<file path="src/source/cpu_params.svh">
`ifndef CPU_PARAMS_SVH
`define CPU_PARAMS_SVH

// datapath widths
`define CPU_WORD_W      32
`define CPU_REG_IDX_W   5

// memories, word addressed
`define CPU_IMEM_DEPTH  256
`define CPU_DMEM_DEPTH  256
`define CPU_MEM_ADDR_W  8       // log2 of depth

// opcodes, instr[31:26]
`define CPU_OP_RTYPE    6'h00
`define CPU_OP_J        6'h02
`define CPU_OP_BEQ      6'h04
`define CPU_OP_BNE      6'h05
`define CPU_OP_ADDI     6'h08
`define CPU_OP_LW       6'h23
`define CPU_OP_SW       6'h2b

// r-type function codes, instr[5:0]
`define CPU_FN_ADD      6'h20
`define CPU_FN_SUB      6'h22
`define CPU_FN_AND      6'h24
`define CPU_FN_OR       6'h25
`define CPU_FN_SLT      6'h2a

`endif

</file>
<file path="src/source/cpu_pkg.sv">
`default_nettype none
`include "cpu_params.svh"

package cpu_pkg;

    typedef logic [`CPU_WORD_W-1:0]    word_t;     // data / instruction word
    typedef logic [`CPU_REG_IDX_W-1:0] reg_idx_t;  // gpr index
    typedef logic [`CPU_WORD_W-1:0]    pc_t;       // byte address

    typedef enum logic [2:0] {
        ALU_ADD,
        ALU_SUB,
        ALU_AND,
        ALU_OR,
        ALU_SLT    // signed compare
    } alu_op_e;

    // operand source picked in execute
    typedef enum logic [1:0] {
        FWD_REG,   // value read in decode
        FWD_MEM,   // alu result sitting in ex/mem
        FWD_WB     // writeback data
    } fwd_sel_e;

    // decoded control, all flags already qualified by valid
    typedef struct packed {
        logic    valid;
        logic    reg_write;
        logic    mem_read;
        logic    mem_write;
        logic    branch_eq;
        logic    branch_ne;
        logic    jump;
        logic    use_imm;     // operand b from immediate
        alu_op_e alu_op;
    } ctrl_t;

    typedef struct packed {
        ctrl_t    ctrl;
        pc_t      pc;
        word_t    rs_val;
        word_t    rt_val;
        word_t    imm;          // sign extended
        reg_idx_t rs;           // zero when not a real source
        reg_idx_t rt;
        reg_idx_t dst;
        pc_t      jump_target;
    } id_ex_t;

    typedef struct packed {
        logic     valid;
        logic     reg_write;
        logic     mem_read;
        logic     mem_write;
        word_t    alu_result;   // also the load/store address
        word_t    store_data;
        reg_idx_t dst;
    } ex_mem_t;

    typedef struct packed {
        logic     valid;        // only for writes to r1..r31
        reg_idx_t dst;
        word_t    data;
    } wb_t;

endpackage

`default_nettype wire

</file>
<file path="src/source/register_file.sv">
`timescale 1ns/10ps
`default_nettype none
`include "cpu_params.svh"

module register_file (
    input  wire                   clk,
    input  wire                   rst_n,
    input  cpu_pkg::reg_idx_t     rd_idx_a,
    input  cpu_pkg::reg_idx_t     rd_idx_b,
    input  cpu_pkg::wb_t          wb,
    output cpu_pkg::word_t        rd_data_a,
    output cpu_pkg::word_t        rd_data_b
);

    cpu_pkg::word_t regs [1 << `CPU_REG_IDX_W];

    // architectural state starts at zero
    always_ff @(posedge clk) begin
        if (!rst_n) begin
            for (int i = 0; i < (1 << `CPU_REG_IDX_W); i++)
                regs[i] <= '0;
        end else if (wb.valid && wb.dst != '0) begin
            regs[wb.dst] <= wb.data;    // r0 never written
        end
    end

    // r0 reads zero, same-cycle write passes straight through
    assign rd_data_a = (rd_idx_a == '0) ? '0 :
                       (wb.valid && wb.dst == rd_idx_a) ? wb.data : regs[rd_idx_a];
    assign rd_data_b = (rd_idx_b == '0) ? '0 :
                       (wb.valid && wb.dst == rd_idx_b) ? wb.data : regs[rd_idx_b];

endmodule

`default_nettype wire

</file>
<file path="config.mk">
export PLATFORM = sky130hd
export DESIGN_NAME = register_file
export DESIGN_NICKNAME = d
export VERILOG_FILES = /design/src/source/cpu_pkg.sv /design/src/source/register_file.sv
export VERILOG_INCLUDE_DIRS = /design/src /design/src/source
export SDC_FILE = /design/constraint.sdc
export NUM_CORES = 2
export LEC_CHECK = 0
export BUFFER_PORTS_ARGS = -buffer_cell sky130_fd_sc_hd__buf_2
export CAP_MARGIN = 20
export CORE_MARGIN = 2
export CORE_UTILIZATION = 27
export DETAILED_ROUTE_END_ITERATION = 7
export PLACE_DENSITY = 0.45
export RECOVER_POWER = 50
export SYNTH_ARGS = -nofsm -noshare
export SYNTH_HDL_FRONTEND = slang
export SYNTH_SLANG_ARGS = --single-unit
</file>
<file path="constraint.sdc">
create_clock -name clk -period 6.85 [get_ports clk]
set_input_delay 0.3425 -clock clk [delete_from_list [all_inputs] [get_ports clk]]
set_output_delay 0.3425 -clock clk [all_outputs]
set_load 0.01 [all_outputs]
</file>
# [Word-level counts from Yosys, hierarchy flattened]
# Memory sizes are Yosys's and may differ from the RTL's.
# Index checks and enable logic that the tools add are counted.
[totals] register_bits=0 ram_bits=1024 inputBits=50 out_inout_bits=64 elab_cells=21 mem_count=1
[classes] eq_ne=2 muxes=11 reduce_logical=7
[memory_table] name="regs" depth=32 word_bits=32 read_ports=2 rd_ports_with_merged_regs=0 wr=32 line_no="register_file.sv:15" text="cpu_pkg::word_t regs [1 << `CPU_REG_IDX_W];"
[ops] op="32-bit two-way mux" n=5
[ops] op="32-bit OR reduction" n=1
[ops] op="5-bit == test" n=2
[ops] op="5-bit zero test" n=2
[ops] op="1-bit two-way mux" n=5
[ops] op="5-bit two-way mux" n=1
[ops] op="5-bit nonzero test" n=1
[ops] op="1-bit logical AND" n=3

# [Logic depth before layout (Yosys ltp)]
[logic_depth] word_depth=7 mapped_depth=10 mapped_depth_nobuf=5

# [Worst setup path after synthesis]
# Ideal clock, no wire load.
[synth_path] path_kind="input to register" startpoint="input wb[34] (netlist bit)" endpoint="memory regs[10][0] (netlist bit), enable pin" setup_ns=0.466 arrival_time_ns=3.434 t_required_ns=6.384 setup_slack_ns=2.950 path_stages=4 n_path_buf=2 path_cell_list="buf_2 -> or3b_2 -> clkbuf_1 -> o21ai_0"
[synth_lines] item="start, declared" line_no="register_file.sv:10" text="input cpu_pkg::wb_t wb,"
[synth_lines] item="end, declared" line_no="register_file.sv:15"

==> metrics.md <==
| Metric | Value |
|---|---|
| IO Port Bufs | `113` |
| Overflow after GRT | `0` |
| Post-Syn Area | `54700 sq um` |
| Achievable clock frequency | `0.1944 GHz` |
| WL final | `241.1 mm` |
| Max-capacitance violation count | `45` |
| RSZ-0062 raised after global routing | `false` |
| CP Capture Type | `flop` |
| Fin nets | `3774` |
| Vias in the first global route | `35940` |
| Hold Fails Final Rpt | `0` |
| Top Registers | `regs (1024)` |
| Met3 Resource Use GR | `0.04002` |
| Gate Count Post-Synth | `3744` |
| Synth warn | `0` |
| Failing checks | `capacitance limit, slew limit` |
| First-pass GRT wire length | `325.1 mm` |
| CP max FO | `32` |
| I/O pins | `114` |
| Die area | `206200 sq um` |
| Worst EP required | `6.78 ns` |
| Hold WC Path Type | `input port to flop` |
| Sequential cell area | `30750 sq um` |
| Most frequent CP cell | `clkbuf_1` |
| # DRC | `0` |
| Inserted Clock Buffers | `116` |
| DIE HEIGHT | `454.1 microns` |
| Status | `finished, violations left` |
| Yosys reg bits | `1024` |
| Clock root buffer | `clkbuf_16` |
| Multi-input gate area | `22710 sq um` |
| Setup bufs post-CTS | `0` |
| Post-synth EDFFs | `1024` |
| Gr usage total | `0.2309` |
| Sequence of cells on the critical path | `clkbuf_1 -> clkbuf_1 -> o21ai_4 -> clkbuf_1` |
| Vias/cell | `5.575` |
| Setup TNS | `0 ns` |
| Row cnt | `165` |
| Top FF cell, synth | `edfxtp_1` |
| Initial Utilization | `0.2712` |
| Leak | `21.01 nW` |
| Sequential share of the synthesized area | `0.5622` |
| Top reg by flops | `regs` |
| Worst path bufs/invs | `3` |
| Hpwl dp | `144.9 mm` |
| Fin crit share | `0.7510` |
| Pin count of the biggest net entering global routing | `103` |
| Clk pin slew, worst setup/hold paths | `0.06 ns` |
| Detailed Routing Iterations Pass 1 | `7` |
| Fraction of registers with async set/reset | `0` |
| Number of flip-flops in the largest register | `1024` |
| Final GP Congestion | `0.8309` |
| Synth cell types | `51` |
| Tmin final | `5.144 ns` |
| Post-CTS sizing | `0` |
| Area growth syn-to-layout | `13.86%` |
| Drt wl/cell | `36.98 microns` |
| Overall Power | `0.01589 W` |
| Crit path kind | `input port to flop` |
| Top Family by Delay on Critical Path | `buffers and inverters` |
| Peak supply drop | `0.1863 mV` |
| Cell Pwr Density | `255.1 nW/um^2` |
| Max clock buf depth | `3` |
| Final ANT Viol Nets | `0` |
| CP peak stage delay | `2.71 ns` |
| H-tree lvl count | `3` |
| Sink Count | `1024` |
| Fill count | `19900` |
| Critical Path AT | `5.08 ns` |
| CTS tree | `yes` |
| Slew HR | `-1.517` |
| CP max-delay cell | `clkbuf_1` |
| Layout cells sized above 1 | `0.2238` |
| Grt peak-use layer | `met2` |
| M2 GR Usage | `0.3718` |
| DIE WIDTH | `454.1 microns` |
| # setup viols final | `0` |
| # hold bufs at CTS | `0` |
| Slew at the pin closest to its max-slew limit | `3.776 ns` |
| DR vias | `36350` |
| M1 GR Usage | `0.3124` |
| Fin. max-slew vios | `807` |
| Drt initial violations | `4952` |
| Initial antenna violation count | `39` |
| Syn Area/Cell | `14.61 sq um` |
| CP Launch Type | `input port` |
| Core area | `201700 sq um` |
-- where the power goes --
part	internal [W]	total, W	switching, W
clock	0.00365	0.00642	0.00277
combinational	0.000734	0.00204	0.00131
sequential	0.00725	0.00742	0.000176
total	0.0116	0.0159	0.00426
-- cell usage in the layout, fill, tap and decap left out, types with 5 or more instances in the layout --
cell type  Yosys  final
a2111oi_0     24     24
a211oi_1       7      7
a21oi_1       78     77
a221o_1       13     13
a22o_1        55     55
a22oi_1      133    133
a31oi_1        7      7
a32oi_1        9      9
and2_0         2    302
and2_1       994    692
buf_12         0      7
buf_2         71    105
buf_4         20    110
bufinv_16      0     13
clkbuf_1     304     46
clkbuf_16      0    119
clkinv_1       0     29
clkinv_2       0     27
conb_1         1     32
diode_2        0     23
edfxtp_1    1024   1024
mux2_2         5      5
mux2i_1      281    281
mux4_2       388    388
nand2_1       36     36
nand3_1       11     11
nor2_1        43     38
nor2_4         0      5
o211ai_1      10     10
o21ai_0       40      9
o21ai_4        0     30
o221a_2       18     18
o221ai_1      42     42
o22ai_1       41     41
xnor2_1       10     10
-- final timing paths --
path / startpoint / depth (start not counted) / end / slack (ns)
setup / recovery: rst_n / 4 / regs[23][10]$_SDFFCE_PN0P_ / 1.71
hold / removal: wb[26] / 2 / regs[26][26]$_SDFFCE_PN0P_ / 0.23
-- synthesized netlist by cell type, types with 11 or more instances --
master / n / area [sq um]
a221o_1: 13 / 130.1
nand3_1: 11 / 55.05
a22oi_1: 133 / 998.5
o21ai_0: 40 / 200.2
buf_2: 71 / 355.3
nor2_1: 43 / 161.4
edfxtp_1: 1024 / 30750
o22ai_1: 41 / 256.5
buf_4: 20 / 150.1
nand2_1: 36 / 135.1
a2111oi_0: 24 / 210.2
clkbuf_1: 304 / 1141
o221ai_1: 42 / 367.9
mux4_2: 388 / 8738
a22o_1: 55 / 481.7
a21oi_1: 78 / 390.4
o221a_2: 18 / 202.7
mux2i_1: 281 / 2813
and2_1: 994 / 6218
buf_1: 17 / 63.81
-- metrics by stage --
| stage | hold slack [ns] | instances | cell area [sq um] | util | worst slack [ns] |
|---|---|---|---|---|---|
| after detailed placement | 1.004 | 6278 | 58820 | 0.2916 | 2.697 |
| after global placement | 0.9976 | 6276 | 58760 | 0.2913 | 2.727 |
| after floorplan | 0.5407 | 3775 | 54820 | - | 2.950 |
| after CTS | 0.1789 | 6497 | 62590 | 0.3103 | 2.688 |
| final | 0.2272 | 6520 | 62280 | 0.3088 | 1.706 |
| after global routing | 0.2217 | 6503 | 62240 | 0.3086 | 1.731 |
-- layout make-up --
type / instances / share of cell area
Inverter: 3 / 0.0001808
Clock buffer: 142 / 0.04920
Antenna cell: 23 / 0.0009241
Timing Repair Buffer: 249 / 0.02628
Clock inverter: 77 / 0.01143
Tap cell: 2672 / 0.05368
Sequential cell: 1024 / 0.4937
Multi-Input combinational cell: 2330 / 0.3646
-- logic make-up (layout without fill, tap and decap cells) --
family | count (synthesis) | count (layout) | synth area share
xor+xnor | 10 | 10 | 0.001601
other cells | 1 | 55 | 0.00006856
simple gates | 1114 | 1114 | 0.1239
buf+inv | 421 | 471 | 0.03271
compound gates | 500 | 500 | 0.06739
mux | 674 | 674 | 0.2122
flops | 1024 | 1024 | 0.5622
-- metal layers --
layer / share of wire / up-vias
met5: 0.000050 / -
met4: 0.041 / 2
met3: 0.078 / 469
met2: 0.47 / 1902
met1: 0.41 / 19490
li1: - / 14490
(Power assumes the default switching activity.)
