File: src/source/cpu_params.svh
`ifndef CPU_PARAMS_SVH
`define CPU_PARAMS_SVH

// datapath widths
`define CPU_WORD_W      32
`define CPU_REG_IDX_W   5

// memories, word addressed
`define CPU_IMEM_DEPTH  256
`define CPU_DMEM_DEPTH  256
`define CPU_MEM_ADDR_W  8       // log2 of depth

// opcodes, instr[31:26]
`define CPU_OP_RTYPE    6'h00
`define CPU_OP_J        6'h02
`define CPU_OP_BEQ      6'h04
`define CPU_OP_BNE      6'h05
`define CPU_OP_ADDI     6'h08
`define CPU_OP_LW       6'h23
`define CPU_OP_SW       6'h2b

// r-type function codes, instr[5:0]
`define CPU_FN_ADD      6'h20
`define CPU_FN_SUB      6'h22
`define CPU_FN_AND      6'h24
`define CPU_FN_OR       6'h25
`define CPU_FN_SLT      6'h2a

`endif

File: src/source/cpu_pkg.sv
`default_nettype none
`include "cpu_params.svh"

package cpu_pkg;

    typedef logic [`CPU_WORD_W-1:0]    word_t;     // data / instruction word
    typedef logic [`CPU_REG_IDX_W-1:0] reg_idx_t;  // gpr index
    typedef logic [`CPU_WORD_W-1:0]    pc_t;       // byte address

    typedef enum logic [2:0] {
        ALU_ADD,
        ALU_SUB,
        ALU_AND,
        ALU_OR,
        ALU_SLT    // signed compare
    } alu_op_e;

    // operand source picked in execute
    typedef enum logic [1:0] {
        FWD_REG,   // value read in decode
        FWD_MEM,   // alu result sitting in ex/mem
        FWD_WB     // writeback data
    } fwd_sel_e;

    // decoded control, all flags already qualified by valid
    typedef struct packed {
        logic    valid;
        logic    reg_write;
        logic    mem_read;
        logic    mem_write;
        logic    branch_eq;
        logic    branch_ne;
        logic    jump;
        logic    use_imm;     // operand b from immediate
        alu_op_e alu_op;
    } ctrl_t;

    typedef struct packed {
        ctrl_t    ctrl;
        pc_t      pc;
        word_t    rs_val;
        word_t    rt_val;
        word_t    imm;          // sign extended
        reg_idx_t rs;           // zero when not a real source
        reg_idx_t rt;
        reg_idx_t dst;
        pc_t      jump_target;
    } id_ex_t;

    typedef struct packed {
        logic     valid;
        logic     reg_write;
        logic     mem_read;
        logic     mem_write;
        word_t    alu_result;   // also the load/store address
        word_t    store_data;
        reg_idx_t dst;
    } ex_mem_t;

    typedef struct packed {
        logic     valid;        // only for writes to r1..r31
        reg_idx_t dst;
        word_t    data;
    } wb_t;

endpackage

`default_nettype wire

File: src/source/pipeline_control.sv
`timescale 1ns/10ps
`default_nettype none
`include "cpu_params.svh"

module pipeline_control (
    input  cpu_pkg::word_t      id_instr,
    input  cpu_pkg::pc_t        id_pc,
    input  wire                 id_valid,
    input  cpu_pkg::word_t      rd_data_a,
    input  cpu_pkg::word_t      rd_data_b,
    input  cpu_pkg::id_ex_t     ex_stage,
    input  cpu_pkg::ex_mem_t    mem_stage,
    input  cpu_pkg::wb_t        wb,
    input  wire                 redirect,
    output cpu_pkg::reg_idx_t   rd_idx_a,
    output cpu_pkg::reg_idx_t   rd_idx_b,
    output cpu_pkg::id_ex_t     id_out,
    output logic                stall,
    output logic                flush,
    output cpu_pkg::fwd_sel_e   fwd_a,
    output cpu_pkg::fwd_sel_e   fwd_b,
    output cpu_pkg::fwd_sel_e   fwd_store
);

    logic [5:0]         opcode;
    logic [5:0]         funct;
    cpu_pkg::reg_idx_t  rs;
    cpu_pkg::reg_idx_t  rt;
    cpu_pkg::reg_idx_t  rd;
    cpu_pkg::reg_idx_t  dst;
    cpu_pkg::ctrl_t     ctrl;
    cpu_pkg::pc_t       pc_plus4;
    logic               uses_rs;
    logic               uses_rt;

    // mem stage wins over writeback, r0 is never forwarded
    function automatic cpu_pkg::fwd_sel_e pick_src(input cpu_pkg::reg_idx_t src,
                                                   input logic en);
        cpu_pkg::fwd_sel_e sel;
        sel = cpu_pkg::FWD_REG;
        if (en && src != '0) begin
            if (mem_stage.reg_write && mem_stage.dst == src)
                sel = cpu_pkg::FWD_MEM;
            else if (wb.valid && wb.dst == src)
                sel = cpu_pkg::FWD_WB;
        end
        return sel;
    endfunction

    assign opcode   = id_instr[31:26];
    assign rs       = id_instr[25:21];
    assign rt       = id_instr[20:16];
    assign rd       = id_instr[15:11];
    assign funct    = id_instr[5:0];
    assign pc_plus4 = id_pc + 32'd4;

    always_comb begin
        ctrl        = '0;
        ctrl.valid  = id_valid;
        ctrl.alu_op = cpu_pkg::ALU_ADD;
        dst         = rt;               // i-type writes rt
        uses_rs     = 1'b0;
        uses_rt     = 1'b0;
        case (opcode)
            `CPU_OP_RTYPE: begin
                dst            = rd;
                uses_rs        = 1'b1;
                uses_rt        = 1'b1;
                ctrl.reg_write = 1'b1;
                case (funct)
                    `CPU_FN_ADD: ctrl.alu_op = cpu_pkg::ALU_ADD;
                    `CPU_FN_SUB: ctrl.alu_op = cpu_pkg::ALU_SUB;
                    `CPU_FN_AND: ctrl.alu_op = cpu_pkg::ALU_AND;
                    `CPU_FN_OR:  ctrl.alu_op = cpu_pkg::ALU_OR;
                    `CPU_FN_SLT: ctrl.alu_op = cpu_pkg::ALU_SLT;
                    default:     ctrl.reg_write = 1'b0;  // nop word lands here
                endcase
            end
            `CPU_OP_ADDI: begin
                uses_rs        = 1'b1;
                ctrl.reg_write = 1'b1;
                ctrl.use_imm   = 1'b1;
            end
            `CPU_OP_LW: begin
                uses_rs        = 1'b1;
                ctrl.reg_write = 1'b1;
                ctrl.mem_read  = 1'b1;
                ctrl.use_imm   = 1'b1;
            end
            `CPU_OP_SW: begin
                uses_rs        = 1'b1;
                uses_rt        = 1'b1;  // store data
                ctrl.mem_write = 1'b1;
                ctrl.use_imm   = 1'b1;
            end
            `CPU_OP_BEQ, `CPU_OP_BNE: begin
                uses_rs        = 1'b1;
                uses_rt        = 1'b1;
                ctrl.branch_eq = (opcode == `CPU_OP_BEQ);
                ctrl.branch_ne = (opcode == `CPU_OP_BNE);
            end
            `CPU_OP_J:   ctrl.jump = 1'b1;
            default:     ;                       // unknown opcode retires as nop
        endcase
        if (!id_valid)
            ctrl = '0;                           // empty slot carries nothing
    end

    assign rd_idx_a = uses_rs ? rs : '0;        // unused source reads as r0
    assign rd_idx_b = uses_rt ? rt : '0;

    always_comb begin
        id_out             = '0;
        id_out.ctrl        = ctrl;
        id_out.pc          = id_pc;
        id_out.rs_val      = rd_data_a;
        id_out.rt_val      = rd_data_b;
        id_out.imm         = {{(`CPU_WORD_W-16){id_instr[15]}}, id_instr[15:0]};
        id_out.rs          = rd_idx_a;
        id_out.rt          = rd_idx_b;
        id_out.dst         = dst;
        id_out.jump_target = {pc_plus4[31:28], id_instr[25:0], 2'b00};
    end

    // load in execute feeding the word in decode, one bubble
    assign stall = id_valid && ex_stage.ctrl.mem_read && ex_stage.dst != '0 &&
                   (ex_stage.dst == rd_idx_a || ex_stage.dst == rd_idx_b);
    assign flush = redirect;

    always_comb begin
        fwd_a     = pick_src(ex_stage.rs, 1'b1);
        fwd_b     = pick_src(ex_stage.rt, !ex_stage.ctrl.use_imm);   // register operand b
        fwd_store = pick_src(ex_stage.rt, ex_stage.ctrl.mem_write);
    end

endmodule

`default_nettype wire

File: config.mk
export PLATFORM = sky130hd
export DESIGN_NAME = pipeline_control
export DESIGN_NICKNAME = d
export VERILOG_FILES = /design/src/source/cpu_pkg.sv /design/src/source/pipeline_control.sv
export VERILOG_INCLUDE_DIRS = /design/src /design/src/source
export SDC_FILE = /design/constraint.sdc
export NUM_CORES = 1
export LEC_CHECK = 0
export ABC_AREA = 1
export BUFFER_PORTS_ARGS = -buffer_cell sky130_fd_sc_hd__buf_2
export CAP_MARGIN = 10
export CORE_AREA = 2 2 247 249
export DETAILED_ROUTE_END_ITERATION = 7
export DIE_AREA = 0 0 249 251
export GPL_ROUTABILITY_DRIVEN = 0
export PLACE_DENSITY = 0.37
export SLEW_MARGIN = 10
export SYNTH_ARGS = -nofsm -noshare
export SYNTH_HDL_FRONTEND = slang
export SYNTH_SLANG_ARGS = --single-unit
File: constraint.sdc
create_clock -name vclk -period 2.95
set_clock_uncertainty 0.15 [all_clocks]
set_input_delay 0.59 -clock vclk [all_inputs]
set_output_delay 0.59 -clock vclk [all_outputs]
set_load 0.05 [all_outputs]
; Word level (Yosys, flattened, before mapping)
; Index checks and enable logic that the tools add are counted.
[totals]
reg_bits = 0
latch_bits = 0
mem_bits_rw = 0
mem_bits_ro = 0
inputBits = 427
wordCells = 61
memories = 0
[classes]
add_sub_neg = 1
multipliers = 0
n_div = 0
magnitude_cmp = 0
eq_ne = 17
shifts = 0
muxes = 22
n_bitwise = 0
n_reduce_logical = 21
[ops]
columns = operator, count
row1 = $eq A6 B6 Y1 const B, 7
row2 = $add A32 B3 Y32 const B, 1
row3 = $eq A5 B5 Y1, 6
row4 = $mux W2, 8
row5 = $mux W5, 3
row6 = $reduce_bool A5 Y1, 3
row7 = $eq A6 B3 Y1 const B, 2
row8 = $pmux W3 S4, 1
row9 = $mux W11, 1
row10 = $logic_and A1 B1 Y1, 9
row11 = $mux W1, 7
row12 = $eq A6 B2 Y1 const B, 1
row13 = $eq A6 B4 Y1 const B, 1
row14 = $logic_not A6 Y1, 1
row15 = $reduce_or A6 Y1, 1
row16 = $reduce_or A5 Y1, 1
row17 = $reduce_or A2 Y1, 2
row18 = $reduce_or A4 Y1, 1
row19 = $mux W3, 1
row20 = $reduce_or A3 Y1, 1
row21 = $pmux W1 S2, 1
row22 = $logic_not A1 Y1, 1
row23 = $logic_or A1 B1 Y1, 1

; Depth between registers and ports, before layout
[logic_depth]
depth_word = 7
ltp_mapped = 12

; Least setup slack after synthesis
; No wires, ideal clock.
[synth_timing]
path_type = input -> output
startpoint = input port id_instr[30]
endpoint = output port id_out[175] (netlist name)
arrival_time_ns = 2.568
slack_ns = -0.358
cell_stages = 5
path_buffers = 0
cell_sequence = nor2_4 > nand3_2 > nor3_1 > nand2_1 > nand2_1
[synth_rtl]
columns = item, line_no
row1 = "start, declared", pipeline_control.sv:6  ; input cpu_pkg::word_t id_instr,
row2 = "end, declared", pipeline_control.sv:17  ; output cpu_pkg::id_ex_t id_out,

; Worst setup path after layout
[layout_timing]
startpoint = input port id_instr[29]
endpoint = output port stall
[layout_via]
elab_chain_cells = 7
elab_cells_between_ends = 16
[layout_rtl]
columns = item, line_no
row1 = "$eq A6 B3 Y1, or another cell as far along", pipeline_control.sv:64  ; case (opcode)
row2 = $reduce_or A6 Y1 (no source line) / $reduce_or A4 Y1 (equally long branches), n/a
row3 = $mux W1, pipeline_control.sv:64
row4 = $mux W5 (on tied branches), "pipeline_control.sv:109, pipeline_control.sv:110"
row5 = $eq A5 B5 Y1, pipeline_control.sv:127  ; (ex_stage.dst == rd_idx_a || ex_stage.dst == rd_idx_b);
row6 = $logic_or A1 B1 Y1 (*), pipeline_control.sv:127
row7 = $logic_and A1 B1 Y1 (*), pipeline_control.sv:126  ; assign stall = id_valid && ex_stage.ctrl.mem_read && ex_stage.dst != '0 &&
row8 = "end, declared", pipeline_control.sv:18  ; output logic stall,
; Every way passes the cells marked *; elsewhere a longest branch is shown, timed or not.

==> qor.txt <==
Outcome: finished, final reports clean
Post-synthesis sequential area ratio: 0
Vias in the first global route: 2341
Final core utilization: 0.0589
Detail Route Antenna Nets: 0
WP data required: 2210 ps
Fmax achieved: 351 MHz
RSZ-0062 raised after global routing: true
Worst path arrival time: 2110 ps
Synth top area cells: buf_4 (55%), nand2_1 (7.2%), inv_1 (6.2%), nor2_1 (4.7%), xor2_1 (3.8%)
Drc violations: 0
Worst path slowest cell: nor2_4
Mean post-synth cell area: 6.26 sq um
Largest net degree at the start of global routing: 20
DPL Wire Length: 11100 um
Synth Warn #: 0
Cells along the critical path: clkbuf_4, inv_2, nor2_4, buf_4, nand3_2, nand2_2, nor2_4, nand2_4, nand2_4, xor2_2, nand3_1, a21oi_2, buf_6
Final instance area: 3520 sq um
Power per cell area: 161 nW/um^2
Drt pass-1 iters: 4
Hold path startpoint: rd_data_a[4]
Antenna violations before repair: 4
LEAKAGE: 1.67 nW
Post-synth cell types: 31
Fraction of synthesized cell area in xor and xnor cells: 0.0493
Tot GR Track Use: 0.0358
Area Overhead vs Synth: 52.6%
Simple-Gate Fraction of Synth Area: 0.250
Maxcap violations: 0
Worst setup EP type: output port
Initial Utilization: 0.0386
Hold buffers post-CTS: 0
PortBufs: 213
Final Critical Period: 2850 ps
Hold endpoint: id_out[115]
Reg area: 0 sq um
Initial DRC count: 73
Slew Limit Fails: 0
Post-synthesis mux area share: 0.0244
Worst VDD drop: 0.0000680 V
Sequential cell count: 0
I/O Pins: 631
Final-report setup violation count: 0
Synth Area in Compound Gates: 0.0650
Area leader, netlist: buf_4
Main combinational cell family by area after synthesis: buffers and inverters
Hold Fails Final Rpt: 0
Layout cells sized above 1: 0.647
Core area: 59800 sq um
Nets: 871
Syn Inst Count: 369
Share of the synthesized area in the top cell type: 0.546
Final Cycle Share: 0.967
Congestion Overflow GR: 0
Global-route wire length before repair: 16000 um
# rows: 90
Hold Path Stages: 0
Max stage delay on crit path: 210 ps
CLK BUF: 0
Layout fillers: 7112
Vias after detailed routing: 2504
CP max FO: 5
Adder-cell share of the synthesized area: 0
Tot Pwr: 0.566 mW
Crit Path Class: in -> out
Placed Area: 3270 sq um
Die area: 62500 sq um
Post-DR vias/cell: 2.04
Routed WL: 12200 um
Mapped cell area: 2310 sq um
Chip Width: 249 um
HP Class: in -> out
CP Launch Type: primary input
Routed length per instance: 9.99 um
Height of the die: 251 um
-- cells in the mapped netlist (3+ instances only) --
master / instances
nor3_1: 6
nand2_1: 44
o21ai_0: 5
inv_1: 38
a21oi_1: 4
xnor2_1: 3
nand3_2: 3
nand3_1: 14
nor2_2: 5
nand2_2: 5
nor2_1: 29
xor2_1: 10
and3_1: 3
nand4_1: 7
buf_4: 168
nor4_1: 4
mux2_2: 5
o22ai_1: 3
-- cell usage in the layout, fill, tap and decap left out, types with 3 or more instances in the layout --
master,instances
buf_2,206
nand2_1,37
inv_1,33
nor2_1,24
buf_4,24
nand3_1,11
xor2_1,9
nor2_4,9
nand2_2,8
nand4_1,7
buf_6,6
nor3_1,5
o21ai_0,5
nand3_2,5
mux2_2,5
nor4_1,4
a21oi_1,4
inv_2,4
xnor2_1,3
o22ai_1,3
nand2_8,3
nand2_4,3
-- critical path, delay by kind of cell --
kind	cells	cell delay, ps
AOI/OAI and AO/OA	1	150
xor gates and xnor gates	1	130
buffers and inverters	4	500
and+or+nand+nor	7	710
-- per-layer routing --
metal  global-route usage  wire [um]  share of wire
met4              0.00710        230          0.019
met2               0.0610       5390           0.44
met3               0.0287       2640           0.22
met1               0.0336       3960           0.32
met5                    0         13         0.0011
-- timing repair --
action,in CTS,in global routing
pin swaps,13,18
endpoints found under the setup margin,1,2
cloned,1,0
gates resized for setup,36,21
buffers inserted,3,2
-- layout make-up --
| class | instances | area, sq um | share of cell area |
|---|---|---|---|
| Timing Repair Buffer | 239 | 1320 | 0.375 |
| Multi-Input combinational cell | 164 | 1070 | 0.303 |
| Tap cell | 782 | 978 | 0.278 |
| Inverter | 39 | 151 | 0.0430 |
| Antenna cell | 1 | 2.50 | 0.000710 |
-- how the worst max path moves through the flow --
stage	startpoint	end	slack [ps]	cells past startpoint
2_1_floorplan	id_pc[8]	id_out[31]	100	5
3_3_place_gp	id_instr[30]	stall	-150	11
3_5_place_dp	id_instr[30]	stall	-140	11
4_1_cts	id_instr[31]	stall	-1	14
5_1_grt	id_instr[29]	stall	-70	15
6_report	id_instr[29]	stall	100	13
-- through the flow --
| step | std cells | hold WS (ps) | setup slack (ps) | setup TNS (ps) |
|---|---|---|---|---|
| finish | 1225 | 1030 | 97.8 | 0 |
| global route | 1225 | 1030 | -66.9 | -66.9 |
| CTS | 1222 | 1030 | -1.45 | -1.45 |
| detailed placement | 1218 | 1030 | -143 | -143 |
| global placement | 1218 | 1030 | -153 | -153 |
| floorplan | 370 | 1200 | 96.2 | 0 |
-- cells by family (layout without fill, tap and decap cells) --
| kind of cell | after synthesis | count (layout) |
|---|---|---|
| muxes | 5 | 5 |
| and+or+nand+nor | 122 | 123 |
| buffers and inverters | 207 | 278 |
| AOI/OAI and AO/OA | 21 | 21 |
| other | 1 | 3 |
| xor gates and xnor gates | 13 | 13 |
-- power breakdown --
group / switching (mW) / internal [mW] / leakage [nW]
sequential: 0 / 0 / 0
clock: 0 / 0.0000000453 / 0.00000634
combinational: 0.419 / 0.148 / 1.67
No activity file was read; power rests on OpenSTA's default activity.
