[src/source/cpu_params.svh]
`ifndef CPU_PARAMS_SVH
`define CPU_PARAMS_SVH

// datapath widths
`define CPU_WORD_W      32
`define CPU_REG_IDX_W   5

// memories, word addressed
`define CPU_IMEM_DEPTH  256
`define CPU_DMEM_DEPTH  256
`define CPU_MEM_ADDR_W  8       // log2 of depth

// opcodes, instr[31:26]
`define CPU_OP_RTYPE    6'h00
`define CPU_OP_J        6'h02
`define CPU_OP_BEQ      6'h04
`define CPU_OP_BNE      6'h05
`define CPU_OP_ADDI     6'h08
`define CPU_OP_LW       6'h23
`define CPU_OP_SW       6'h2b

// r-type function codes, instr[5:0]
`define CPU_FN_ADD      6'h20
`define CPU_FN_SUB      6'h22
`define CPU_FN_AND      6'h24
`define CPU_FN_OR       6'h25
`define CPU_FN_SLT      6'h2a

`endif

[src/source/cpu_pkg.sv]
`default_nettype none
`include "cpu_params.svh"

package cpu_pkg;

    typedef logic [`CPU_WORD_W-1:0]    word_t;     // data / instruction word
    typedef logic [`CPU_REG_IDX_W-1:0] reg_idx_t;  // gpr index
    typedef logic [`CPU_WORD_W-1:0]    pc_t;       // byte address

    typedef enum logic [2:0] {
        ALU_ADD,
        ALU_SUB,
        ALU_AND,
        ALU_OR,
        ALU_SLT    // signed compare
    } alu_op_e;

    // operand source picked in execute
    typedef enum logic [1:0] {
        FWD_REG,   // value read in decode
        FWD_MEM,   // alu result sitting in ex/mem
        FWD_WB     // writeback data
    } fwd_sel_e;

    // decoded control, all flags already qualified by valid
    typedef struct packed {
        logic    valid;
        logic    reg_write;
        logic    mem_read;
        logic    mem_write;
        logic    branch_eq;
        logic    branch_ne;
        logic    jump;
        logic    use_imm;     // operand b from immediate
        alu_op_e alu_op;
    } ctrl_t;

    typedef struct packed {
        ctrl_t    ctrl;
        pc_t      pc;
        word_t    rs_val;
        word_t    rt_val;
        word_t    imm;          // sign extended
        reg_idx_t rs;           // zero when not a real source
        reg_idx_t rt;
        reg_idx_t dst;
        pc_t      jump_target;
    } id_ex_t;

    typedef struct packed {
        logic     valid;
        logic     reg_write;
        logic     mem_read;
        logic     mem_write;
        word_t    alu_result;   // also the load/store address
        word_t    store_data;
        reg_idx_t dst;
    } ex_mem_t;

    typedef struct packed {
        logic     valid;        // only for writes to r1..r31
        reg_idx_t dst;
        word_t    data;
    } wb_t;

endpackage

`default_nettype wire

[src/source/execute_unit.sv]
`timescale 1ns/10ps
`default_nettype none

module execute_unit (
    input  wire                 clk,
    input  wire                 rst_n,
    input  cpu_pkg::id_ex_t     id_in,
    input  wire                 stall,
    input  wire                 flush,
    input  cpu_pkg::fwd_sel_e   fwd_a,
    input  cpu_pkg::fwd_sel_e   fwd_b,
    input  cpu_pkg::fwd_sel_e   fwd_store,
    input  cpu_pkg::ex_mem_t    mem_stage,
    input  cpu_pkg::wb_t        wb,
    output cpu_pkg::id_ex_t     ex_stage,
    output cpu_pkg::ex_mem_t    ex_out,
    output logic                redirect,
    output cpu_pkg::pc_t        redirect_pc
);

    cpu_pkg::word_t op_a;
    cpu_pkg::word_t rt_fwd;     // forwarded rt, also branch compare
    cpu_pkg::word_t op_b;
    cpu_pkg::word_t store_val;
    cpu_pkg::word_t alu_y;
    logic           taken;

    function automatic cpu_pkg::word_t fwd_mux(input cpu_pkg::fwd_sel_e sel,
                                               input cpu_pkg::word_t reg_val);
        case (sel)
            cpu_pkg::FWD_MEM: return mem_stage.alu_result;
            cpu_pkg::FWD_WB:  return wb.data;
            default:          return reg_val;
        endcase
    endfunction

    // id/ex register, control zeroed for a bubble
    always_ff @(posedge clk) begin
        ex_stage <= id_in;
        if (!rst_n || stall || flush)
            ex_stage.ctrl <= '0;
    end

    always_comb begin
        op_a      = fwd_mux(fwd_a, ex_stage.rs_val);
        rt_fwd    = fwd_mux(fwd_b, ex_stage.rt_val);
        store_val = fwd_mux(fwd_store, ex_stage.rt_val);
        op_b      = ex_stage.ctrl.use_imm ? ex_stage.imm : rt_fwd;
    end

    always_comb begin
        case (ex_stage.ctrl.alu_op)
            cpu_pkg::ALU_SUB: alu_y = op_a - op_b;
            cpu_pkg::ALU_AND: alu_y = op_a & op_b;
            cpu_pkg::ALU_OR:  alu_y = op_a | op_b;
            cpu_pkg::ALU_SLT: alu_y = {31'd0, $signed(op_a) < $signed(op_b)};
            default:          alu_y = op_a + op_b;      // add, addi, address calc
        endcase
    end

    // branch / jump resolution
    assign taken = (ex_stage.ctrl.branch_eq && op_a == rt_fwd) ||
                   (ex_stage.ctrl.branch_ne && op_a != rt_fwd) ||
                   ex_stage.ctrl.jump;
    assign redirect    = taken;     // flags are valid-qualified, so one cycle only
    assign redirect_pc = ex_stage.ctrl.jump ? ex_stage.jump_target :
                         ex_stage.pc + 32'd4 + (ex_stage.imm << 2);

    always_comb begin
        ex_out.valid      = ex_stage.ctrl.valid;
        ex_out.reg_write  = ex_stage.ctrl.reg_write;
        ex_out.mem_read   = ex_stage.ctrl.mem_read;
        ex_out.mem_write  = ex_stage.ctrl.mem_write;
        ex_out.alu_result = alu_y;
        ex_out.store_data = store_val;
        ex_out.dst        = ex_stage.dst;
    end

endmodule

`default_nettype wire

[config.mk]
export PLATFORM = sky130hd
export DESIGN_NAME = execute_unit
export DESIGN_NICKNAME = d
export VERILOG_FILES = /design/src/source/cpu_pkg.sv /design/src/source/execute_unit.sv
export VERILOG_INCLUDE_DIRS = /design/src /design/src/source
export SDC_FILE = /design/constraint.sdc
export NUM_CORES = 1
export LEC_CHECK = 0
export ABC_AREA = 1
export BUFFER_PORTS_ARGS = -buffer_cell sky130_fd_sc_hd__buf_2
export CORE_AREA = 2 2 230 232
export CTS_BUF_LIST = sky130_fd_sc_hd__clkbuf_4 sky130_fd_sc_hd__clkbuf_8 sky130_fd_sc_hd__clkbuf_16
export DETAILED_ROUTE_END_ITERATION = 8
export DIE_AREA = 0 0 232 234
export PLACE_DENSITY = 0.54
export SYNTH_ARGS = -nofsm -noshare
export SYNTH_HDL_FRONTEND = slang
export SYNTH_SLANG_ARGS = --single-unit
[constraint.sdc]
create_clock -name clk -period 3.6 [get_ports clk]
set_input_delay 0.36 -clock clk [delete_from_list [all_inputs] [get_ports clk]]
set_output_delay 0.36 -clock clk [all_outputs]
set_load 0.03 [all_outputs]
# After elaboration in Yosys (flattened, before gate mapping)
# Index checks and enable logic that the tools add are counted.
# op_classes
div	0
shift	0
bitwise	2
reduce_logical	7
order_cmp	1
n_eq_ne	12
mux	6
n_addsub	4
multipliers	0
# ops
cell	count
$pmux W32 S2	3
$pmux W32 S4	1
$add A32 B32 Y32	2
$mux W32	2
$add A32 B3 Y32 const B	1
$and A32 B32 Y32	1
$eq A32 B32 Y1	1
$lt A32 B32 Y1	1
$ne A32 B32 Y1	1
$or A32 B32 Y32	1
$sub A32 B32 Y32	1
$eq A2 B1 Y1 const B	3
$eq A2 B2 Y1 const B	3
$eq A3 B2 Y1 const B	2
$logic_or A1 B1 Y1	4
$eq A3 B1 Y1 const B	1
$eq A3 B3 Y1 const B	1
$logic_and A1 B1 Y1	2
$logic_not A1 Y1	1
# totals
romBits	0
out_inout_bits	292
elab_cells	49
reg_bits	186
latchBits	0
mem_count	0
in_bits	307
ramBits	0

# Depth between registers and ports, before layout
# Gate-level depths: netlist of run 1.
# logic_depth
word_depth	6
ltp_mapped	22
ltp_nobuf	21

# Least setup slack after synthesis of run 1
# No wires, ideal clock.
# synth_timing
kind	in2out
start	in fwd_b[0]
end	out ex_out[37] (netlist bit)
required_time_ns	3.240
arrival_time_ns	3.219
path_buffers	1
path_slack_ns	0.021
stages	18
cell_sequence	inv_1 > ha_1 > inv_2 > buf_2 > nand3_1 > nand2_1 > o21ai_0 > ha_1 > fa_1 > o21ai_2 > nand2_1 > nand2_1 > nand2_1 > nand2_1 > nand2_1 > nand3_1 > nand3_1 > a21oi_1
# synth_rtl
element	line	rtl
from (decl)	execute_unit.sv:11	input cpu_pkg::fwd_sel_e fwd_b,
to (decl)	execute_unit.sv:16	output cpu_pkg::ex_mem_t ex_out,

==> out/metrics.yaml, run 1 <==
drt:
  drc_errors: 0
  drt-vias-per-instance: 5.02
  ant_nets: 0
  routed-via-count: 21508
  dr.pass1.iters: 6
  detail_route.wirelength_um: 96000
  wl_per_cell_um: 22.4
  drtIter0Drc: 1669
cts:
  cts_sinks: 186
  cts_max_path_buffers: 2
  clk_pin_slew_ns: 0.08
  htreeDepth: 4
  cts_made_buffers: 17
  cts_tree: "done"
  clockRootBuffer: "clkbuf_16"
yosys:
  synth_common_cells: "745 x nand2_1, 261 x inv_1, 218 x nand3_1"
  synth_edf_count: 0
  synth_top_area_share_pct: 24.4
  netlist_top_cells_area: "dfxtp_1 24%, nand2_1 18%, ha_1 13%, nand3_1 7.1%, inv_1 6.4%"
  synth_top_area_cell: "dfxtp_1"
  synthesis.area_um2: 15300
  synthCells: 2433
  syn-num-nets: 2902
  synthDistinctLibCells: 51
  ys.flop_type: "dfxtp_1"
  synth_area_per_cell_um2: 6.28
  yosysMostFrequentCell: "nand2_1"
  ys.warnings.count: 0
  async_flop_share_pct: 0
  synth-seq-cells: 186
  synth-seq-area-share_pct: 24.4
sta:
  fmax_ghz: 0.277
  setup_ws_ns: -0.00627
  worst_pin_slew_ns: 1.06
  final-setup-viol-count: 1
  holdWs_ns: 0.0409
  hold_viol: 0
  slew_viol_final: 0
  slew_headroom_pct: 28.5
  post-route-period-util_pct: 100
  rsz0062_at_grt: "yes"
  fin_crit_ns: 3.61
setup_path:
  cp_data_required_time_ns: 3.24
  critPathMostFrequentCell: "nand2_1"
  critPathKind: "input pin to output port"
  crit_path_end_kind: "output port"
  cp_top_family: "buffers and inverters"
  timing.critical_path.buf_inv: 8
  cpMaxStageDelayCell: "ha_4"
  cp_max_fo: 10
  slowest_delay_ns: 0.35
  crit_chain: "buf_8 -> inv_4 -> ha_4 -> clkinv_8 -> clkbuf_16 -> nand3_1 -> nand2_2 -> o21ai_4 -> inv_1 -> ha_1 -> a21oi_2 -> buf_4 -> nand2_1 -> buf_4 -> nand2_1 -> nand3_2 -> nand2_1 -> nand4_1 -> nand3_1 -> nand3_2 -> buf_6"
  arrival_ns: 3.25
  critPathLaunchType: "input pin"
power_and_ir_drop:
  p_per_area_nw_per_um2: 456
  peakVddDrop_v: 0.000364
  leakage_uw: 0.0139
finish:
  final_layout_size_suffix_gt1_share_pct: 44.1
  final_util_pct: 52.3
  finalNonFillerCells: 4287
  final_cell_area_um2: 27200
  fillCellCount: 5187
  fin_nets: 4045
  syn_to_final_growth_pct: 78.3
global_routing:
  gr-total-overflow: 0
  grtUsageTotal_pct: 33.5
  first_global_vias: 20737
  antenna_found_initial: 20
  grt_max_degree: 39
  grt_pass1_wl_um: 133000
floorplanning:
  die_w_um: 232
  die_h_um: 234
  rows: 84
  core_area_um2: 52000
  initial_core_util_pct: 29.4
  io_pins: 599
  dieArea_um2: 54300
job:
  max-cap-violations: 0
placed_design:
  hpwlAfterDp_um: 77200
  gp_congestion: 0.997
  numPortBuffers: 551
  place_area_um2: 21700
  place_inst: 4007
outcome:
  violations: "setup timing"
  status: "finished, violations left"
hold_path:
  hold_class: "input pin to register"
## routing by layer
layer / vias to the layer above / track usage (%) / routed length (µm)
li1: 10197 / - / -
met1: 10235 / 44.0 / 40700
met2: 921 / 54.6 / 44200
met3: 147 / 7.47 / 8150
met4: 8 / 10.3 / 2910
met5: - / 0 / 43
## timing repair
item / CTS / global route
hold buffers: 173 / 0
cloned: 3 / 6
pin swaps: 40 / 119
buffers inserted: 21 / 38
endpoints found under the hold margin: 173 / 0
gates resized for setup: 309 / 394
setup endpoints to repair: 36 / 45
## flip-flops by register name (all words and copies together), names as in the netlist
signal and count:
ex_out 9, ex_stage 177
## power breakdown
| part | switching [µW] | total (µW) | internal, µW |
|---|---|---|---|
| clock | 1110 | 2070 | 964 |
| combinational | 4770 | 8060 | 3290 |
| sequential | 105 | 2270 | 2170 |
| total | 5990 | 12400 | 6420 |
## stage by stage
| step | setup TNS [ns] | setup slack [ns] | total power [µW] |
|---|---|---|---|
| 6_report | -0.00627 | -0.00627 | 12400 |
| 5_1_grt | -1.05 | -0.151 | 13000 |
| 4_1_cts | -0.000560 | -0.000560 | 11500 |
| 3_5_place_dp | -14.23 | -0.772 | 8690 |
| 3_3_place_gp | -13.01 | -0.786 | 8690 |
| 2_1_floorplan | 0 | 0.0211 | 5630 |
## cell type report
type	count	area [µm²]	share of cell area, %
multi-input cells	1886	12200	44.8
repair buffers	1208	8710	32.0
flip-flops and latches	186	3740	13.7
inverters	277	1070	3.92
well taps	688	861	3.16
clock buffers	17	425	1.56
clock inverters	15	203	0.744
diodes	10	25.0	0.0919
## cells in the final DEF, fill, tap and decap left out, types with 23 or more instances in the layout
cell | Yosys | final
a21oi_1 | 185 | 124
a21oi_2 | 4 | 53
a22oi_1 | 30 | 30
buf_2 | 29 | 516
buf_4 | 14 | 448
buf_6 | 4 | 44
clkbuf_16 | 0 | 23
dfxtp_1 | 186 | 178
dlygate4sd3_1 | 0 | 173
ha_1 | 159 | 115
ha_4 | 0 | 31
inv_1 | 261 | 239
inv_2 | 15 | 33
nand2_1 | 745 | 639
nand2_2 | 32 | 110
nand2_4 | 3 | 31
nand3_1 | 218 | 159
nand3_2 | 12 | 65
nand4_1 | 34 | 34
nor2_1 | 207 | 150
nor2_2 | 0 | 34
nor2_4 | 0 | 23
o21ai_0 | 106 | 44
o21ai_1 | 7 | 33
o21ai_2 | 8 | 29
## logic make-up after synthesis
kind of cell,after synthesis,share of synthesized area [%]
AND/OR/NAND/NOR,1318,37.0
AO/OA/AOI/OAI,380,13.9
buffers and inverters,361,9.77
flip-flops,186,24.4
adder cells (fa/ha/maj),162,13.4
XOR/XNOR,26,1.49
## worst paths after layout
check / from / to / cells after the start
worst max-delay path: fwd_b[0] / ex_out[65] / 21
worst min-delay path: id_in[63] / ex_stage[63] / 1
(Power assumes the default switching activity.)
==> inputs of run 2 (changes only) <==
--- a/config.mk
+++ b/config.mk
@@ -8,9 +8,8 @@
 export LEC_CHECK = 0
-export ABC_AREA = 1
 export BUFFER_PORTS_ARGS = -buffer_cell sky130_fd_sc_hd__buf_2
-export CORE_AREA = 2 2 230 232
+export CORE_AREA = 2 2 236 238
 export CTS_BUF_LIST = sky130_fd_sc_hd__clkbuf_4 sky130_fd_sc_hd__clkbuf_8 sky130_fd_sc_hd__clkbuf_16
 export DETAILED_ROUTE_END_ITERATION = 8
-export DIE_AREA = 0 0 232 234
-export PLACE_DENSITY = 0.54
+export DIE_AREA = 0 0 238 240
+export PLACE_DENSITY = 0.48
 export SYNTH_ARGS = -nofsm -noshare
==> constraint.sdc (replaced) <==
create_clock -name clk -period 3.6 [get_ports clk]
set_input_delay 0.54 -clock clk [delete_from_list [all_inputs] [get_ports clk]]
set_output_delay 0.54 -clock clk [all_outputs]
set_load 0.03 [all_outputs]
==> run 2 against run 1 <==
Net effect:
- the run still ends with setup timing left
- non-clock buffer count fell by 26
- cell area is 5.1% lower
- area after synthesis decreased by 12%
- sequential share of layout area up 0.78 points
- global-route usage down 5.5 points
- power fell by 9.2%
- largest cell class unchanged
- largest power group unchanged
- highest routed layer unchanged
==> out/metrics.yaml, run 2 <==
power_and_ir_drop:
  p_per_area_nw_per_um2: 436
  seqPwrFrac_pct: 20.2
  p_sw_uw: 4980
  switching_share_pct: 44.2
  leakage_uw: 0.0121
  p_clk_share_pct: 18.0
  combPwrFrac_pct: 61.8
  internal_power_uw: 6290
  peakVddDrop_v: 0.000414
yosys:
  synthesis.area_um2: 13500
  synth_edf_count: 0
  synth-seq-cells: 186
  ys.flop_type: "dfxtp_1"
  syn-num-nets: 2175
  synth_area_per_cell_um2: 7.92
  synth-seq-area-share_pct: 27.6
  synth_top_area_share_pct: 27.6
  ys.warnings.count: 0
  netlist_top_cells_area: "dfxtp_1 28%, ha_1 15%, a21oi_1 5.9%, a22oi_1 5.6%, o21ai_0 5.1%"
  synthDistinctLibCells: 84
  synth_top_area_cell: "dfxtp_1"
  yosysMostFrequentCell: "dfxtp_1"
  async_flop_share_pct: 0
  synthCells: 1706
  synth_common_cells: "186 x dfxtp_1, 161 x nor2_1, 159 x ha_1"
cts:
  postCtsHoldBufs: 0
  clockRootBuffer: "clkbuf_16"
  htreeDepth: 4
  cts_sinks: 186
  cts_made_buffers: 17
  cts_tree: "done"
  cts_max_path_buffers: 2
  clk_pin_slew_ns: 0.09
finish:
  syn_to_final_growth_pct: 91.2
  largest_reg_flops: 177
  fin_nets: 3273
  regMostFlops: "ex_stage"
  final_layout_size_suffix_gt1_share_pct: 59.4
  layout_commonest_cell: "buf_4"
  layout.cells.most_common_list: "558 x buf_4, 495 x buf_2, 177 x dfxtp_1"
  final_cell_area_um2: 25800
  finalNonFillerCells: 3534
setup_path:
  cp_top_family: "compound AO/OA/AOI/OAI gates"
  critPathKind: "input pin to output port"
  slowest_delay_ns: 0.54
  cpMaxStageDelayCell: "or4_4"
  timing.critical_path.buf_inv: 4
  crit_path_end_kind: "output port"
  cp_data_required_time_ns: 3.06
  cp_max_fo: 6
  critPathLaunchType: "input pin"
  crit_chain: "buf_12 -> inv_8 -> ha_4 -> buf_8 -> nor2_4 -> a21oi_4 -> o21ai_4 -> ha_2 -> fa_2 -> o21bai_4 -> o2111ai_4 -> a41oi_4 -> o311ai_4 -> a31oi_2 -> nand4_1 -> nand3_2 -> mux2_4 -> or4_4 -> buf_6"
  arrival_ns: 4.16
sta:
  worst_pin_slew_ns: 0.884
  slew_headroom_pct: 41.1
  fmax_ghz: 0.213
  post-route-period-util_pct: 131
  setup_ws_ns: -1.10
  rsz0062_at_grt: "yes"
  final-setup-viol-count: 50
  hold_viol: 0
  slew_viol_final: 0
  fin_crit_ns: 4.70
drt:
  drtIter0Drc: 1140
  detail_route.wirelength_um: 83300
  dr.pass1.iters: 5
  routed-via-count: 17548
  drc_errors: 0
  ant_nets: 0
  drt-vias-per-instance: 4.97
  wl_per_cell_um: 23.6
outcome:
  violations: "setup timing"
  status: "finished, violations left"
global_routing:
  first_global_vias: 17575
  grtUsageTotal_pct: 28.0
  gr-total-overflow: 0
  grt_pass1_wl_um: 117000
  grt_max_degree: 42
  antenna_found_initial: 27
floorplanning:
  rows: 86
  core_area_um2: 54700
  io_pins: 599
  die_w_um: 238
  dieArea_um2: 57100
  initial_core_util_pct: 24.7
  die_h_um: 240
placed_design:
  hpwlAfterDp_um: 68300
  place_ws_ns: -1.51
  gp_congestion: 0.938
  place_area_um2: 21400
  place_inst: 3379
  numPortBuffers: 551
job:
  max-cap-violations: 0
hold_path:
  hold_class: "input pin to register"
[run 2: cell count changes after synthesis, moves of 37 or more]
cell     before  now
a22oi_1      30  100
inv_1       261  112
nand2_1     745  148
nand3_1     218   13
nor2_1      207  161
xnor2_1      14   51
[run 2: cell families (layout without fill, tap and decap cells)]
group	Yosys count	count (layout)	synth area share, %
buffers and inverters	216	1327	6.76
flip-flops	186	186	27.6
XOR/XNOR	66	66	4.28
multiplexers	13	13	1.05
adder cells (fa/ha/maj)	162	162	15.2
AO/OA/AOI/OAI	618	618	30.3
other	0	13	0
AND/OR/NAND/NOR	445	445	14.8
[run 2: repair_timing]
action,4_1_cts,5_1_grt
setup buffers,61,61
resized for setup,420,217
pin swaps,142,169
cloned,3,2
setup endpoints to repair,55,54
[run 2: routing by layer]
metal | track usage [%] | share of wire, % | vias up
met2 | 45.7 | 46 | 635
met4 | 8.43 | 2.7 | 8
met3 | 5.34 | 6.8 | 110
met1 | 37.5 | 44 | 8442
li1 | - | - | 8353
met5 | 0 | 0.059 | -
[run 2: final timing paths]
check / startpoint / endpoint / slack (ns) / cells past startpoint
max: fwd_b[0] / ex_out[67] / -1.10 / 19
min: id_in[48] / ex_stage[48] / 0.13 / 1
[run 2: layout make-up]
cell class              count  area (µm²)
diodes                     13        32.5
clock buffers              17         425
clock inverters            15         188
fillers                  5414       28800
inverters                 113         437
multi-input cells        1304       11700
flip-flops and latches    186        3740
well taps                 704         881
repair buffers           1182        8430
[run 2: metrics by stage]
step | hold WS (ns) | setup TNS, ns | total power [µW] | utilization, %
after floorplan | 0.568 | -11.55 | 5260 | -
after global placement | 0.642 | -34.00 | 7740 | 39.2
after detailed placement | 0.644 | -35.24 | 7750 | 39.2
after CTS | 0.0945 | -30.26 | 10700 | 44.6
after global routing | 0.114 | -37.85 | 11800 | 47.2
final | 0.133 | -30.86 | 11300 | 47.3
[run 2: power groups by stage]
stage          Clock [µW]  Sequential (µW)  Combinational, µW
2_1_floorplan           0             2490               2770
3_3_place_gp            0             2320               5430
3_5_place_dp            0             2320               5440
4_1_cts              2100             2270               6340
5_1_grt              2160             2280               7350
6_report             2030             2270               6960
==> inputs of run 3 (changes only) <==
CORE_AREA = 2 2 233 235   (was 2 2 236 238)
DIE_AREA = 0 0 235 237   (was 0 0 238 240)
PLACE_DENSITY = 0.49   (was 0.48)
==> run 3 against run 2 <==
Net effect:
- the run still ends with setup timing left
- first-iteration DRC count grew 7.9%
- power shrank 1.5%
- maximum frequency down 1.7%
- core utilization is 0.57 points higher
- critical path depth stayed put
- wire length is 2.3% lower
- sequential share of layout area is 0.19 points higher
- sequential power barely moved
- setup slack got worse by 0.083 ns
- die area fell by 2.5%
- count of clock-buffer cells in the layout up 1
- highest routed layer unchanged
==> out/metrics.yaml, run 3 (synthesized netlist as in run 2, its figures left out) <==
placed_design:
  numPortBuffers: 551
  gp_congestion: 0.944
  hpwlAfterDp_um: 67400
setup_path:
  cp_top_family: "compound AO/OA/AOI/OAI gates"
  slowest_delay_ns: 0.55
  critPathKind: "input pin to output port"
  timing.critical_path.buf_inv: 6
  crit_path_end_kind: "output port"
  cp_data_required_time_ns: 3.06
  arrival_ns: 4.24
  cp_max_fo: 8
  cpMaxStageDelayCell: "or4_4"
  crit_chain: "buf_8 -> ha_4 -> buf_6 -> buf_16 -> buf_4 -> a21oi_1 -> o21ai_2 -> buf_4 -> ha_4 -> nor2b_1 -> o21ai_1 -> nand2_1 -> o311ai_4 -> a31oi_2 -> nand4_1 -> nand3_2 -> mux2_4 -> or4_4 -> buf_6"
  critPathLaunchType: "input pin"
power_and_ir_drop:
  combPwrFrac_pct: 61.4
  internal_power_uw: 6220
  p_sw_uw: 4870
  switching_share_pct: 43.9
  peakVddDrop_v: 0.000384
  p_clk_share_pct: 18.0
  p_per_area_nw_per_um2: 435
  leakage_uw: 0.0120
  seqPwrFrac_pct: 20.6
drt:
  routed-via-count: 17709
  detail_route.wirelength_um: 81400
  ant_nets: 0
  wl_per_cell_um: 23.1
  dr.pass1.iters: 6
  drtIter0Drc: 1230
  drc_errors: 0
  drt-vias-per-instance: 5.03
cts:
  htreeDepth: 4
  clk_pin_slew_ns: 0.10
  cts_max_path_buffers: 2
  clockRootBuffer: "clkbuf_16"
  cts_made_buffers: 17
  postCtsHoldBufs: 0
  cts_sinks: 186
  cts_tree: "done"
sta:
  fin_setup_tns_ns: -32.18
  final-setup-viol-count: 49
  slew_headroom_pct: 35.5
  rsz0062_at_grt: "yes"
  hold_viol: 0
  worst_pin_slew_ns: 0.967
  fin_crit_ns: 4.78
  fmax_ghz: 0.209
  post-route-period-util_pct: 133
  slew_viol_final: 0
  setup_ws_ns: -1.18
finish:
  layout.cells.most_common_list: "568 x buf_4, 493 x buf_2, 177 x dfxtp_1"
  final_layout_size_suffix_gt1_share_pct: 57.8
  fin_nets: 3268
  regMostFlops: "ex_stage"
  syn_to_final_growth_pct: 88.7
  final_util_pct: 47.8
  seq_area_um2: 3740
  layout_commonest_cell: "buf_4"
  largest_reg_flops: 177
  fillCellCount: 5206
  multi_input_area_um2: 11500
outcome:
  status: "finished, violations left"
  violations: "setup timing"
floorplanning:
  die_w_um: 235
  die_h_um: 237
  dieArea_um2: 55700
  core_area_um2: 53300
  initial_core_util_pct: 25.4
  rows: 85
  io_pins: 599
global_routing:
  grt_max_degree: 47
  grtUsageTotal_pct: 28.1
  grt_pass1_wl_um: 116000
  antenna_found_initial: 24
  gr-total-overflow: 0
  first_global_vias: 17674
job:
  max-cap-violations: 0
hold_path:
  hold_class: "input pin to register"
[run 3: cell types whose count changed in the layout (fill, tap and decap cells not counted), moves of 6 or more]
cell,change
buf_12,-7
a21oi_1,+11
buf_4,+10
a22oi_2,-9
a22oi_1,+9
inv_2,-7
nor2_2,-6
a21oi_4,-7
o21ai_2,-7
inv_1,+7
[run 3: metrics by stage]
stage               cells  total power, µW  hold slack [ns]  setup slack [ns]  area [µm²]
floorplan            1706             5260            0.568            -0.814       14400
global placement     3377             7720            0.642             -1.47       21400
detailed placement   3377             7740            0.644             -1.46       21400
CTS                  3473            10600           0.0790             -1.20       24300
global route         3513            11600           0.0952             -1.31       25500
finish               3522            11100            0.116             -1.18       25500
[run 3: what timing repair did]
action / in CTS / in global routing
resized for setup: 371 / 197
pin swaps: 139 / 120
endpoints found under the setup margin: 54 / 55
cloned: 5 / 0
setup buffers: 81 / 42
endpoints found under the hold margin: 0 / 0
[run 3: power by group through the flow]
stage	sequential [µW]	clock, µW	combinational (µW)
3_5_place_dp	2320	0	5410
3_3_place_gp	2320	0	5400
5_1_grt	2290	2120	7200
2_1_floorplan	2490	0	2770
6_report	2280	2000	6820
4_1_cts	2280	2050	6290
[run 3: final cells by class]
| class | instances | area share, % |
|---|---|---|
| Multi-Input combinational cell | 1304 | 45.2 |
| Timing Repair Buffer | 1177 | 32.5 |
| Sequential cell | 186 | 14.7 |
| Tap cell | 696 | 3.42 |
| Clock buffer | 18 | 1.72 |
| Inverter | 113 | 1.71 |
| Clock inverter | 14 | 0.668 |
| Antenna cell | 14 | 0.137 |
[run 3: routing by layer]
metal  share of wire, %  vias up  track usage, %
met5              0.058        -               0
met4                2.7        6            8.38
met3                6.5      105            5.72
met2                 47      654            46.4
met1                 44     8600            36.9
li1                   -     8344               -
[run 3: worst paths after layout]
check | from | endpoint | slack [ns] | depth (start not counted)
max | fwd_b[1] | ex_out[67] | -1.18 | 19
min | id_in[126] | ex_stage[126] | 0.12 | 1
